### config.mk
export PLATFORM = sky130hd
export DESIGN_NAME = multiHMf
export DESIGN_NICKNAME = d
export VERILOG_FILES = /design/src/common/mfPkg.sv /design/src/mfilt/complexMac.sv /design/src/mfilt/mfilt.sv /design/src/mfApbRegs.sv /design/src/multiHMf.sv /design/src/sampleDelay.sv
export SDC_FILE = /design/constraint.sdc
export NUM_CORES = 2
export LEC_CHECK = 0
export BUFFER_PORTS_ARGS = -buffer_cell sky130_fd_sc_hd__buf_2
export CORE_ASPECT_RATIO = 0.6
export CORE_UTILIZATION = 55
export CTS_CLUSTER_SIZE = 40
export DETAILED_ROUTE_END_ITERATION = 8
export PLACE_DENSITY = 0.84
export REMOVE_ABC_BUFFERS = 1
export SYNTH_ARGS = -nofsm -noshare
export SYNTH_HDL_FRONTEND = slang
export SYNTH_SLANG_ARGS = --single-unit
### constraint.sdc
create_clock -name clk -period 19.2 [get_ports clk]
set_clock_uncertainty 0.05 [all_clocks]
set_input_delay 0 -clock clk [delete_from_list [all_inputs] [get_ports clk]]
set_output_delay 0 -clock clk [all_outputs]
set_load 0.1 [all_outputs]
### src/common/mfPkg.sv
// widths, bus constants, sample/coeff/result structs, register map
package mfPkg;

   // ------------------------------
   // widths
   // ------------------------------
   localparam int SAMPLE_W = 12;   // I/Q sample
   localparam int COEFF_W  = 16;   // one coefficient part
   localparam int RESULT_W = 32;   // one filter output, no truncation
   localparam int NUM_TAPS = 4;    // taps per symbol
   localparam int ADDR_W   = 8;    // apb address
   localparam int DATA_W   = 32;   // apb data

   // ------------------------------
   // register map
   // ------------------------------
   localparam logic [ADDR_W-1:0] CTRL_ADDR   = 8'h00;   // bit0 enable, bit1 symPhase
   localparam logic [ADDR_W-1:0] STATUS_ADDR = 8'h04;   // bit0 resultReady, bit1 overrun
   localparam logic [ADDR_W-1:0] COEFF_ADDR  = 8'h10;   // coeff 0..3 at 0x10..0x1c
   localparam logic [ADDR_W-1:0] RESULT_ADDR = 8'h20;   // mf0I, mf0Q, mf1I, mf1Q

   // complex input sample
   typedef struct packed {
      logic signed [SAMPLE_W-1:0] i;
      logic signed [SAMPLE_W-1:0] q;
   } cplxSample_t;

   // complex coefficient, same layout as the apb word
   typedef struct packed {
      logic signed [COEFF_W-1:0] im;   // upper half
      logic signed [COEFF_W-1:0] re;   // lower half
   } cplxCoeff_t;

   typedef cplxSample_t [NUM_TAPS-1:0] tapWindow_t;   // element 0 oldest
   typedef cplxCoeff_t  [NUM_TAPS-1:0] coeffSet_t;

   // both filter outputs
   typedef struct packed {
      logic signed [RESULT_W-1:0] mf0I;
      logic signed [RESULT_W-1:0] mf0Q;
      logic signed [RESULT_W-1:0] mf1I;
      logic signed [RESULT_W-1:0] mf1Q;
   } mfResult_t;

endpackage

### src/mfilt/complexMac.sv
// pipelined multiply-accumulate of one real product stream
module complexMac
   import mfPkg::*;
(
   input  logic                       clk,
   input  logic                       reset,
   input  logic signed [COEFF_W-1:0]  a,        // coefficient part
   input  logic signed [SAMPLE_W-1:0] b,        // sample part
   input  logic                       first,    // first product of a sum
   input  logic                       last,     // last product of a sum
   output logic signed [RESULT_W-1:0] acc,
   output logic                       accDone   // acc holds a finished sum
);

   localparam int PROD_W = COEFF_W + SAMPLE_W;

   logic signed [PROD_W-1:0]   prod;      // registered product
   logic signed [RESULT_W-1:0] prodExt;
   logic                       firstD;    // flags aligned with prod
   logic                       lastD;

   // sign extend to accumulator width
   assign prodExt = {{(RESULT_W-PROD_W){prod[PROD_W-1]}}, prod};

   // ------------------------------
   // datapath
   // ------------------------------
   always_ff @(posedge clk) begin
      prod <= a * b;   // stage 1
      if (firstD) begin
         acc <= prodExt;   // start a new sum
      end else begin
         acc <= acc + prodExt;
      end
   end

   // ------------------------------
   // flag pipeline
   // ------------------------------
   always_ff @(posedge clk) begin
      if (reset) begin
         firstD  <= 1'b0;
         lastD   <= 1'b0;
         accDone <= 1'b0;
      end else begin
         firstD  <= first;
         lastD   <= last;
         accDone <= lastD;   // last product is in acc now
      end
   end

endmodule

### src/mfilt/mfilt.sv
// tap sequencer, four MAC lanes and the mf0/mf1 combine stage
module mfilt
   import mfPkg::*;
(
   input  logic       clk,
   input  logic       reset,
   input  logic       symEn,         // start of a MAC pass
   input  tapWindow_t window,
   input  coeffSet_t  coeffs,
   output mfResult_t  result,
   output logic       resultValid    // 7 cycles after symEn
);

   localparam int TAP_W = $clog2(NUM_TAPS);

   logic                       busy;      // pass in progress
   logic [TAP_W-1:0]           tapCnt;
   logic                       first;
   logic                       last;
   cplxCoeff_t                 curCoeff;
   cplxSample_t                curSample;
   logic signed [RESULT_W-1:0] accA;      // sum re*i
   logic signed [RESULT_W-1:0] accB;      // sum im*q
   logic signed [RESULT_W-1:0] accC;      // sum im*i
   logic signed [RESULT_W-1:0] accD;      // sum re*q
   logic [3:0]                 done;
   logic                       allDone;

   // ------------------------------
   // tap sequencer
   // ------------------------------
   always_ff @(posedge clk) begin
      if (reset) begin
         busy   <= 1'b0;
         tapCnt <= '0;
      end else if (symEn) begin
         busy   <= 1'b1;
         tapCnt <= '0;
      end else if (busy) begin
         if (tapCnt == TAP_W'(NUM_TAPS-1)) begin
            busy <= 1'b0;   // four taps issued
         end
         tapCnt <= tapCnt + 1'b1;
      end
   end

   assign first = busy & (tapCnt == '0);
   assign last  = busy & (tapCnt == TAP_W'(NUM_TAPS-1));

   // coefficient k pairs with window element k, zeros between passes
   assign curCoeff  = busy ? coeffs[tapCnt] : '0;
   assign curSample = busy ? window[tapCnt] : '0;

   // ------------------------------
   // MAC lanes
   // ------------------------------
   complexMac i_macA (.clk, .reset, .a(curCoeff.re), .b(curSample.i),
                      .first, .last, .acc(accA), .accDone(done[0]));
   complexMac i_macB (.clk, .reset, .a(curCoeff.im), .b(curSample.q),
                      .first, .last, .acc(accB), .accDone(done[1]));
   complexMac i_macC (.clk, .reset, .a(curCoeff.im), .b(curSample.i),
                      .first, .last, .acc(accC), .accDone(done[2]));
   complexMac i_macD (.clk, .reset, .a(curCoeff.re), .b(curSample.q),
                      .first, .last, .acc(accD), .accDone(done[3]));

   assign allDone = &done;   // lanes run in lockstep

   // ------------------------------
   // combine into mf0 / mf1
   // ------------------------------
   always_ff @(posedge clk) begin
      if (reset) begin
         result      <= '0;
         resultValid <= 1'b0;
      end else begin
         resultValid <= allDone;
         if (allDone) begin
            result.mf0I <= accA - accB;   // x * c
            result.mf0Q <= accC + accD;
            result.mf1I <= accA + accB;   // x * conj(c)
            result.mf1Q <= accD - accC;
         end
      end
   end

endmodule

### src/mfApbRegs.sv
// APB3 slave: control, coefficient, status and result registers
module mfApbRegs
   import mfPkg::*;
(
   input  logic              clk,
   input  logic              reset,
   input  logic [ADDR_W-1:0] paddr,
   input  logic              psel,
   input  logic              penable,
   input  logic              pwrite,
   input  logic [DATA_W-1:0] pwdata,
   output logic [DATA_W-1:0] prdata,
   output logic              pready,
   output logic              pslverr,
   input  mfResult_t         result,
   input  logic              resultValid,
   output logic              enable,
   output logic              symPhase,
   output coeffSet_t         coeffs
);

   mfResult_t resultReg;     // latest result
   logic      resultReady;
   logic      overrun;       // a result arrived before STATUS was read
   logic      isCtrl;
   logic      isStatus;
   logic      isCoeff;
   logic      isResult;
   logic      mapped;
   logic      access;        // access phase
   logic      wrEn;
   logic      statusRd;

   // ------------------------------
   // address decode
   // ------------------------------
   assign isCtrl   = (paddr == CTRL_ADDR);
   assign isStatus = (paddr == STATUS_ADDR);
   assign isCoeff  = (paddr[7:4] == COEFF_ADDR[7:4]) && (paddr[1:0] == 2'b00);
   assign isResult = (paddr[7:4] == RESULT_ADDR[7:4]) && (paddr[1:0] == 2'b00);
   assign mapped   = isCtrl | isStatus | isCoeff | isResult;

   assign access   = psel & penable;
   assign wrEn     = access & pwrite & mapped;
   assign statusRd = access & ~pwrite & isStatus;   // clear-on-read trigger

   assign pready  = 1'b1;                 // no wait states
   assign pslverr = access & ~mapped;

   // ------------------------------
   // config registers
   // ------------------------------
   always_ff @(posedge clk) begin
      if (reset) begin
         enable   <= 1'b0;
         symPhase <= 1'b0;
         coeffs   <= '0;
      end else if (wrEn) begin
         if (isCtrl) begin
            enable   <= pwdata[0];
            symPhase <= pwdata[1];
         end
         if (isCoeff) begin
            coeffs[paddr[3:2]] <= pwdata;   // im:re packed like the struct
         end
      end
   end

   // ------------------------------
   // status and result capture
   // ------------------------------
   always_ff @(posedge clk) begin
      if (reset) begin
         resultReg   <= '0;
         resultReady <= 1'b0;
         overrun     <= 1'b0;
      end else begin
         if (resultValid) begin
            resultReg   <= result;
            resultReady <= 1'b1;   // a new result beats the clear
            overrun     <= resultReady | (overrun & ~statusRd);
         end else if (statusRd) begin
            resultReady <= 1'b0;
            overrun     <= 1'b0;
         end
      end
   end

   // ------------------------------
   // read mux
   // ------------------------------
   always_comb begin
      prdata = '0;
      if (isCtrl) begin
         prdata = DATA_W'({symPhase, enable});
      end else if (isStatus) begin
         prdata = DATA_W'({overrun, resultReady});
      end else if (isCoeff) begin
         prdata = coeffs[paddr[3:2]];
      end else if (isResult) begin
         case (paddr[3:2])
            2'd0:    prdata = resultReg.mf0I;
            2'd1:    prdata = resultReg.mf0Q;
            2'd2:    prdata = resultReg.mf1I;
            default: prdata = resultReg.mf1Q;
         endcase
      end
   end

endmodule

### src/multiHMf.sv
// top level: input side, matched filter and register block
module multiHMf
   import mfPkg::*;
(
   input  logic              clk,
   input  logic              reset,
   // apb3 slave
   input  logic [ADDR_W-1:0] paddr,
   input  logic              psel,
   input  logic              penable,
   input  logic              pwrite,
   input  logic [DATA_W-1:0] pwdata,
   output logic [DATA_W-1:0] prdata,
   output logic              pready,
   output logic              pslverr,
   // sample stream, 2 samples per symbol
   input  cplxSample_t       sample,
   input  logic              sampleValid,
   // result strobe
   output mfResult_t         result,
   output logic              resultValid
);

   logic       enable;
   logic       symPhase;
   coeffSet_t  coeffs;
   tapWindow_t window;
   logic       symEn;

   // ------------------------------
   // blocks
   // ------------------------------
   sampleDelay i_sampleDelay (
      .clk, .reset, .enable, .symPhase,
      .sample, .sampleValid,
      .window, .symEn
   );

   mfilt i_mfilt (
      .clk, .reset, .symEn, .window, .coeffs,
      .result, .resultValid
   );

   mfApbRegs i_mfApbRegs (
      .clk, .reset,
      .paddr, .psel, .penable, .pwrite, .pwdata,
      .prdata, .pready, .pslverr,
      .result, .resultValid,
      .enable, .symPhase, .coeffs
   );

endmodule

### src/sampleDelay.sv
// input side: sample shift line, symbol phase select, frozen tap window
module sampleDelay
   import mfPkg::*;
(
   input  logic        clk,
   input  logic        reset,
   input  logic        enable,      // samples ignored while low
   input  logic        symPhase,    // which sample of each pair is the symbol sample
   input  cplxSample_t sample,
   input  logic        sampleValid,
   output tapWindow_t  window,      // stable taps for one symbol
   output logic        symEn        // one cycle after the symbol sample
);

   tapWindow_t line;      // running line at the 2x rate
   tapWindow_t shifted;   // line with the new sample pushed in
   logic       phase;     // toggles per accepted sample
   logic       accept;
   logic       symSample;

   // ------------------------------
   // accept / symbol decode
   // ------------------------------
   assign accept    = enable & sampleValid;
   assign symSample = accept & (phase == symPhase);   // phase before the toggle

   // newest sample enters at the top, oldest drops off element 0
   assign shifted = {sample, line[NUM_TAPS-1:1]};

   // ------------------------------
   // shift line and window latch
   // ------------------------------
   always_ff @(posedge clk) begin
      if (reset) begin
         line   <= '0;
         phase  <= 1'b0;
         window <= '0;
         symEn  <= 1'b0;
      end else begin
         symEn <= symSample;   // pulses alongside the new window
         if (accept) begin
            line  <= shifted;
            phase <= ~phase;
         end
         // freeze a copy so the MAC pass sees fixed taps
         if (symSample) begin
            window <= shifted;
         end
      end
   end

endmodule
; Yosys cells after proc, flatten, opt, wreduce, memory -nomap -nowiden
; Cells that the tools add are included.
[word_totals]
register_bits = 805
[classes]
n_addsub = 9
n_mul = 4
magnitude_cmp = 3
n_eq_ne = 7
mux = 26
n_bitwise = 19
n_reduce_logical = 11
[ops]
columns = cell, n
row1 = 2-to-1 mux 32 bit, 12
row2 = adder 32 x 28 -> 32 bit, 4
row3 = binary-select mux 32 bit (select 2 bit), 2
row4 = bitwise mux 128 bit, 1
row5 = multiplier 16 x 12 -> 28 bit, 4
row6 = one-hot mux 32 bit (3 select lines), 1
row7 = adder 32 bit, 2
row8 = demux 32 bit (select 2 bit), 1
row9 = subtractor 32 bit, 2
row10 = binary-select mux 24 bit (select 2 bit), 1
row11 = 2-to-1 mux 24 bit, 2
row12 = bitwise AND 1 bit, 11
row13 = equality test 8 x 3 -> 1 bit (second input constant), 1
row14 = logical NOT 8 bit, 1
row15 = logical NOT 2 bit, 3
row16 = less-than comparator 2 x 3 -> 1 bit (second input constant), 2
row17 = 2-to-1 mux 1 bit, 6
row18 = equality test 2 bit (second input constant), 2
row19 = equality test 4 x 1 -> 1 bit (second input constant), 1
row20 = equality test 4 x 2 -> 1 bit (second input constant), 1
row21 = inverter 1 bit, 4
row22 = OR 1 bit, 4
row23 = AND reduction 2 bit, 2
row24 = logical AND 1 bit, 3
row25 = other kinds (6), 6

; Depth between registers and ports, before layout
[logic_depth]
depth_word = 7
ltp_mapped = 31

; Modules after synthesis
; A second synthesis with hierarchy kept.
[unflattened]
cells_unflattened = 8096
hier_area_um2 = 71185.8
[by_module_without_submodules]
columns = module, n_inst, cells_each, area_per_inst_um2, seq_area_each_um2
row1 = mfilt, 1, 1620, 12794.8, 2602.5
row2 = mfApbRegs, 1, 1105, 11105.7, 5205.0
row3 = complexMac at i_mfilt.i_macB, 1, 1174, 10188.5, 1261.2
row4 = complexMac at i_mfilt.i_macA, 1, 1152, 10129.7, 1261.2
row5 = complexMac at i_mfilt.i_macD, 1, 1158, 10123.5, 1261.2
row6 = complexMac at i_mfilt.i_macC, 1, 1151, 10083.4, 1261.2
row7 = sampleDelay, 1, 736, 6760.2, 3403.3

; Least setup slack after synthesis
; Ideal clock, no wire load.
[synth_timing]
path_kind = reg2reg
from = register i_mfilt.tapCnt[0]
to = register i_mfilt.i_macC.prod[26]
setup_time_ns = 0.123
arrival_time_ns = 6.776
required_ns = 19.027
setup_slack_ns = 12.250
stages_incl_launch_ff = 28
n_path_buf = 4
synth_period_minus_slack_ns = 6.950
path_cell_list = dfxtp_1 -> buf_2 -> buf_2 -> buf_2 -> buf_2 -> mux2_2 -> o21ai_1 -> nor2_1 -> nand2_1 -> fa_1 -> fa_1 -> inv_1 -> fa_1 -> fa_1 -> inv_1 -> fa_1 -> inv_1 -> ha_1 -> a21oi_1 -> o21ai_0 -> nor3_1 -> a211oi_1 -> o21a_1 -> o21ai_0 -> a21oi_1 -> a211oi_1 -> a21oi_1 -> xor2_1
[synth_between]
elab_chain_len = 4
elab_cells_between_ends = 7
[synth_rtl]
columns = item, line_no
row1 = from (decl), mfilt.sv:17  ; logic [TAP_W-1:0] tapCnt;
row2 = from (signal assigned), mfilt.sv:43  ; tapCnt <= tapCnt + 1'b1;
row3 = binary-select mux 32 bit (select 2 bit) or binary-select mux 24 bit (select 2 bit) (tied branches), "mfilt.sv:51, mfilt.sv:52"
row4 = 2-to-1 mux 32 bit (implied by the code) or 2-to-1 mux 24 bit (tied branches), "mfilt.sv:51, mfilt.sv:52"
row5 = 2-to-1 mux 32 bit or 2-to-1 mux 24 bit (tied branches), "mfilt.sv:51, mfilt.sv:52"
row6 = multiplier 16 x 12 -> 28 bit (*), complexMac.sv:29  ; prod <= a * b;
row7 = to (signal assigned), complexMac.sv:29
row8 = to (decl), complexMac.sv:17  ; logic signed [PROD_W-1:0] prod;
; Every way passes the cells marked *; elsewhere a longest branch is shown, timed or not. The select of a mux whose other input is x is not followed.
; A chain may end at the register's enable or synchronous reset.

; Worst setup path in the final report
; Ends and elaborated chain as after synthesis.

==> summary.md <==
| Metric | Value |
|---|---|
| Crit path from | i_mfilt.tapCnt[0] |
| Commonest cells after routing, fill and taps aside | sky130_fd_sc_hd__nand2_1 (1,360), sky130_fd_sc_hd__inv_1 (982), sky130_fd_sc_hd__dfxtp_1 (795) |
| Worst-Margin Slew | 1.48 ns |
| Commonest register cell after synthesis | sky130_fd_sc_hd__dfxtp_1 |
| Clock tree from TritonCTS | yes |
| # DRC | 0 |
| Reg2reg start | i_mfilt.tapCnt[0] |
| Final Routed Wirelength | 235,000 µm |
| Number of global-route vias before repair | 56.9k |
| Crit path buf inv count | 5 |
| Mean Syn Cell Area | 8.59 µm² |
| Final weighted congestion in routability-driven placement | 1.04 |
| Least setup slack across all paths after layout | 10.25 ns |
| Maximum count of clock buffers along a single path | 3 |
| Sort of element at the end of the critical path | register |
| Highest clock frequency the design can meet | 112 MHz |
| Worst skew pair latency | 0.71 ns |
| Ordered cell list for the critical path | buf_4 > mux4_2 > inv_1 > nor2_1 > nand2_1 > fa_1 > fa_1 > inv_1 > fa_1 > fa_1 > inv_1 > fa_1 > inv_1 > ha_1 > a21oi_1 > o21ai_0 > nor3_1 > a211oi_1 > o21a_1 > o21ai_0 > a21oi_1 > a211oi_1 > a21oi_1 > xor2_1 |
| Chip Width | 456 µm |
| Final number of hold-violating endpoints | 0 |
| Standard cell with the maximum stage delay on the critical path | sky130_fd_sc_hd__nor2_1 |
| Clock input transition at the sequential cells of the worst setup and hold paths | 0.08 ns |
| Max-Slew Margin vs Limit | 1.07% |
| Number of resized instances in the post-cts repair step | 0 |
| Slack of the worst reg-to-reg path | 10.25 ns |
| Signed area change from the synthesized netlist to the final layout | 8.47% |
| Data arrival, critical path | 9.49 ns |
| Delay of the slowest cell on the worst path | 1.00 ns |
| Initial core utilization | 55.7% |
| Clk Tree Root Cell | sky130_fd_sc_hd__clkbuf_16 |
| # Post-CTS Setup Buffers | 0 |
| Unrepaired setup endpoints after global routing | no |
| Count of pins on the block boundary | 233 |
| All-layer global routing usage | 37.3% |
| Final hold slack | 0.0416 ns |
| First-pass GRT wire length | 352,000 µm |
| Die ar. | 0.125 mm² |
| Pre-CTS setup slack | 10.58 ns |
| Leakage component of the power | 0.0330 µW |
| Number of nets in the layout | 9,250 |
| Final worst-path cycle share | 46.6% |
| Half-perimeter wire length of the detailed placement result | 182,000 µm |
| R2R depth | 24 |
| Worst setup path endpoint | i_mfilt.i_macC.prod[26] |
| Largest vdd supply drop | 0.0886 mV |
| Library cells used by synthesis | 93 |
| Reg-to-reg critical path endpoint | i_mfilt.i_macC.prod[26] |
| Required time of the critical path | 19.74 ns |
| Post-synth ARST share | 0% |
| Critical path fanouts, max | 42 |
| Netlist area before placement | 0.0681 mm² |
| Number of register bits inferred by synthesis | 801 |
| Critical path depth | 24 |
| Power density of the placed cells | 70.9 mW/mm² |
| Final min period | 8.95 ns |
| Average detailed-routed wire length per instance | 24.3 µm |
| DR iter-0 viols | 8,219 |
| Clock buffer count from CTS | 79 |
| Count of endpoints failing setup in the final report | 0 |
| Row count | 99 |
| Worst setup path class | register to register |
| Total number of vias | 59.0k |
| Syn. warnings | 0 |
| Max-slew violations | 0 |
| Number of non-filler instances in the completed layout | 9,663 |
| First-pass DRT Iterations | 7 |
| Inst Count DP | 9,437 |
| Post-DR vias/cell | 6.11 |
| Most frequent cell on the critical path | sky130_fd_sc_hd__fa_1 |
| H-tree levels | 3 |
| Most common cell after layout, fill and taps aside | sky130_fd_sc_hd__nand2_1 |
| Number of max-capacitance violations reported | 1 |
| Hold buffer count at CTS | 72 |
| Type of the most critical hold path | input port to register |
| Number of synthesized flops with an enable pin | 0 |
| Number of buffers added on ports | 231 |
| Maximum number of pins on one net before global-route repair | 157 |
| Setup total negative slack | 0 ns |
| Gate family responsible for the most delay along the worst path | adder cells |
| Portion of the post-synthesis area used by sequential elements | 23.6% |
| Clock net sink count | 801 |
| Violated checks | capacitance limit |
| Antenna violations before repair | 21 |
| Outcome | finished with violations |
| Die Y-Extent | 274 µm |
| DRT antenna net count | 0 |
| Share of cells above drive strength 1 | 7.84% |
| Overflow left after global routing | 0 |
| Critical Path Source Type | register |
| Core region area | 0.122 mm² |
| Fillers | 10.4k |
| Post-synthesis instance total | 7,920 |
[worst min-delay path by stage]
stage / from / end / slack [ns] / depth (start not counted)
after floorplan: reset / i_mfilt.result[95] / 0.02 / 1
after global placement: sample[19] / i_sampleDelay.line[91] / 0.21 / 3
after detailed placement: sample[12] / i_sampleDelay.line[84] / 0.21 / 3
after CTS: sample[2] / i_sampleDelay.window[74] / 0.007 / 4
after global routing: sample[23] / i_sampleDelay.window[95] / 0.05 / 4
final: sample[16] / i_sampleDelay.window[88] / 0.04 / 4
[metal layers]
metal  routed length, µm  vias to the layer above  global-route usage (%)
met5                 134                        -                       0
met4               10200                       18                    13.2
met3               41400                      658                    19.5
met2               89600                     4037                    49.7
met1               93600                    28410                    50.6
li1                    -                    25891                       -
[power breakdown]
| group | switching, µW | total (µW) | internal (µW) |
|---|---|---|---|
| logic | 1060 | 1680 | 623 |
| clock network | 759 | 1710 | 952 |
| registers | 106 | 1840 | 1740 |
| total | 1920 | 5230 | 3310 |
[synthesized netlist by cell type (26+ instances only)]
cell type                  number  area [µm²]
sky130_fd_sc_hd__buf_1         43         161
sky130_fd_sc_hd__buf_2         33         165
sky130_fd_sc_hd__mux2_2        29         327
sky130_fd_sc_hd__a22o_1        32         280
sky130_fd_sc_hd__dfxtp_1      801       16000
sky130_fd_sc_hd__mux4_2       100        2250
sky130_fd_sc_hd__xor2_1        91         797
sky130_fd_sc_hd__clkbuf_1     317        1190
sky130_fd_sc_hd__o21ai_0      255        1280
sky130_fd_sc_hd__nand2b_1      51         319
sky130_fd_sc_hd__nand3_1       68         340
sky130_fd_sc_hd__and2_1        54         338
sky130_fd_sc_hd__a21o_1        86         646
sky130_fd_sc_hd__o21bai_1      49         368
sky130_fd_sc_hd__a21oi_1      575        2880
sky130_fd_sc_hd__a211oi_1      93         698
sky130_fd_sc_hd__a31oi_1       26         163
sky130_fd_sc_hd__nand2_1     1364        5120
sky130_fd_sc_hd__ha_1         486        6080
sky130_fd_sc_hd__and3_1        80         500
sky130_fd_sc_hd__o21a_1        60         450
sky130_fd_sc_hd__mux2i_1      173        1730
sky130_fd_sc_hd__fa_1         720       14400
sky130_fd_sc_hd__inv_1        983        3690
sky130_fd_sc_hd__nor2_1       661        2480
sky130_fd_sc_hd__nor2b_1       51         319
sky130_fd_sc_hd__xnor2_1      222        1940
sky130_fd_sc_hd__nor3_1        85         425
sky130_fd_sc_hd__o21ai_1       27         135
[worst reg2reg max path: cells and delay by family, from the launching register on]
kind	cells	cell delay (ns)
xor gates and xnor gates	1	0.15
AOI/OAI and AO/OA	8	1.62
adders and majority gates	6	2.83
DFF	1	0.83
buffers and inverters	5	1.24
muxes	1	0.71
and+or+nand+nor	3	1.40
[state kept, by name (all words and copies together), names as in the netlist, 2 cells and up]
| name | count |
|---|---|
| i_mfilt.i_macC.acc | 32 |
| i_mfilt.result | 126 |
| i_mfilt.tapCnt | 2 |
| i_mfilt.i_macB.acc | 32 |
| i_mfilt.i_macC.prod | 28 |
| i_mfApbRegs.coeffs | 128 |
| i_mfilt.i_macD.acc | 32 |
| i_mfApbRegs.resultReg | 126 |
| i_mfilt.i_macA.prod | 28 |
| i_mfilt.i_macD.prod | 28 |
| i_sampleDelay.window | 96 |
| i_mfilt.i_macB.prod | 28 |
| i_sampleDelay.line | 72 |
| i_mfilt.i_macA.acc | 32 |
[final cells by class]
cell class | count | area, µm² | share of cell area (%)
inverter | 986 | 3700 | 5.01
antenna | 9 | 22.5 | 0.0305
clock buffer | 103 | 2220 | 3.01
multi-input combinational | 5735 | 46800 | 63.4
tap | 1616 | 2020 | 2.74
clock inverter | 42 | 559 | 0.758
sequential | 801 | 16100 | 21.8
timing repair buffer | 371 | 2410 | 3.27
[cell families (layout without fill, tap and decap cells)]
group,Yosys count,after routing,synth area share (%)
multiplexers,302,302,6.33
buffers and inverters,1384,1502,7.71
flip-flops,801,801,23.6
AO/OA/AOI/OAI,1388,1388,12.6
AND/OR/NAND/NOR,2525,2525,15.6
other,1,10,0.00551
adder cells (fa/ha/maj),1206,1206,30.1
XOR/XNOR,313,313,4.03
[through the flow]
step           total power [µW]  util (%)  area (µm²)
6_report                   5230      60.4       73800
5_1_grt                    5450      60.4       73800
4_1_cts                    5180      60.4       73800
3_5_place_dp               3470      57.6       70300
3_3_place_gp               3440      57.6       70300
2_1_floorplan              3010         -       66500
(Power assumes the default switching activity.)
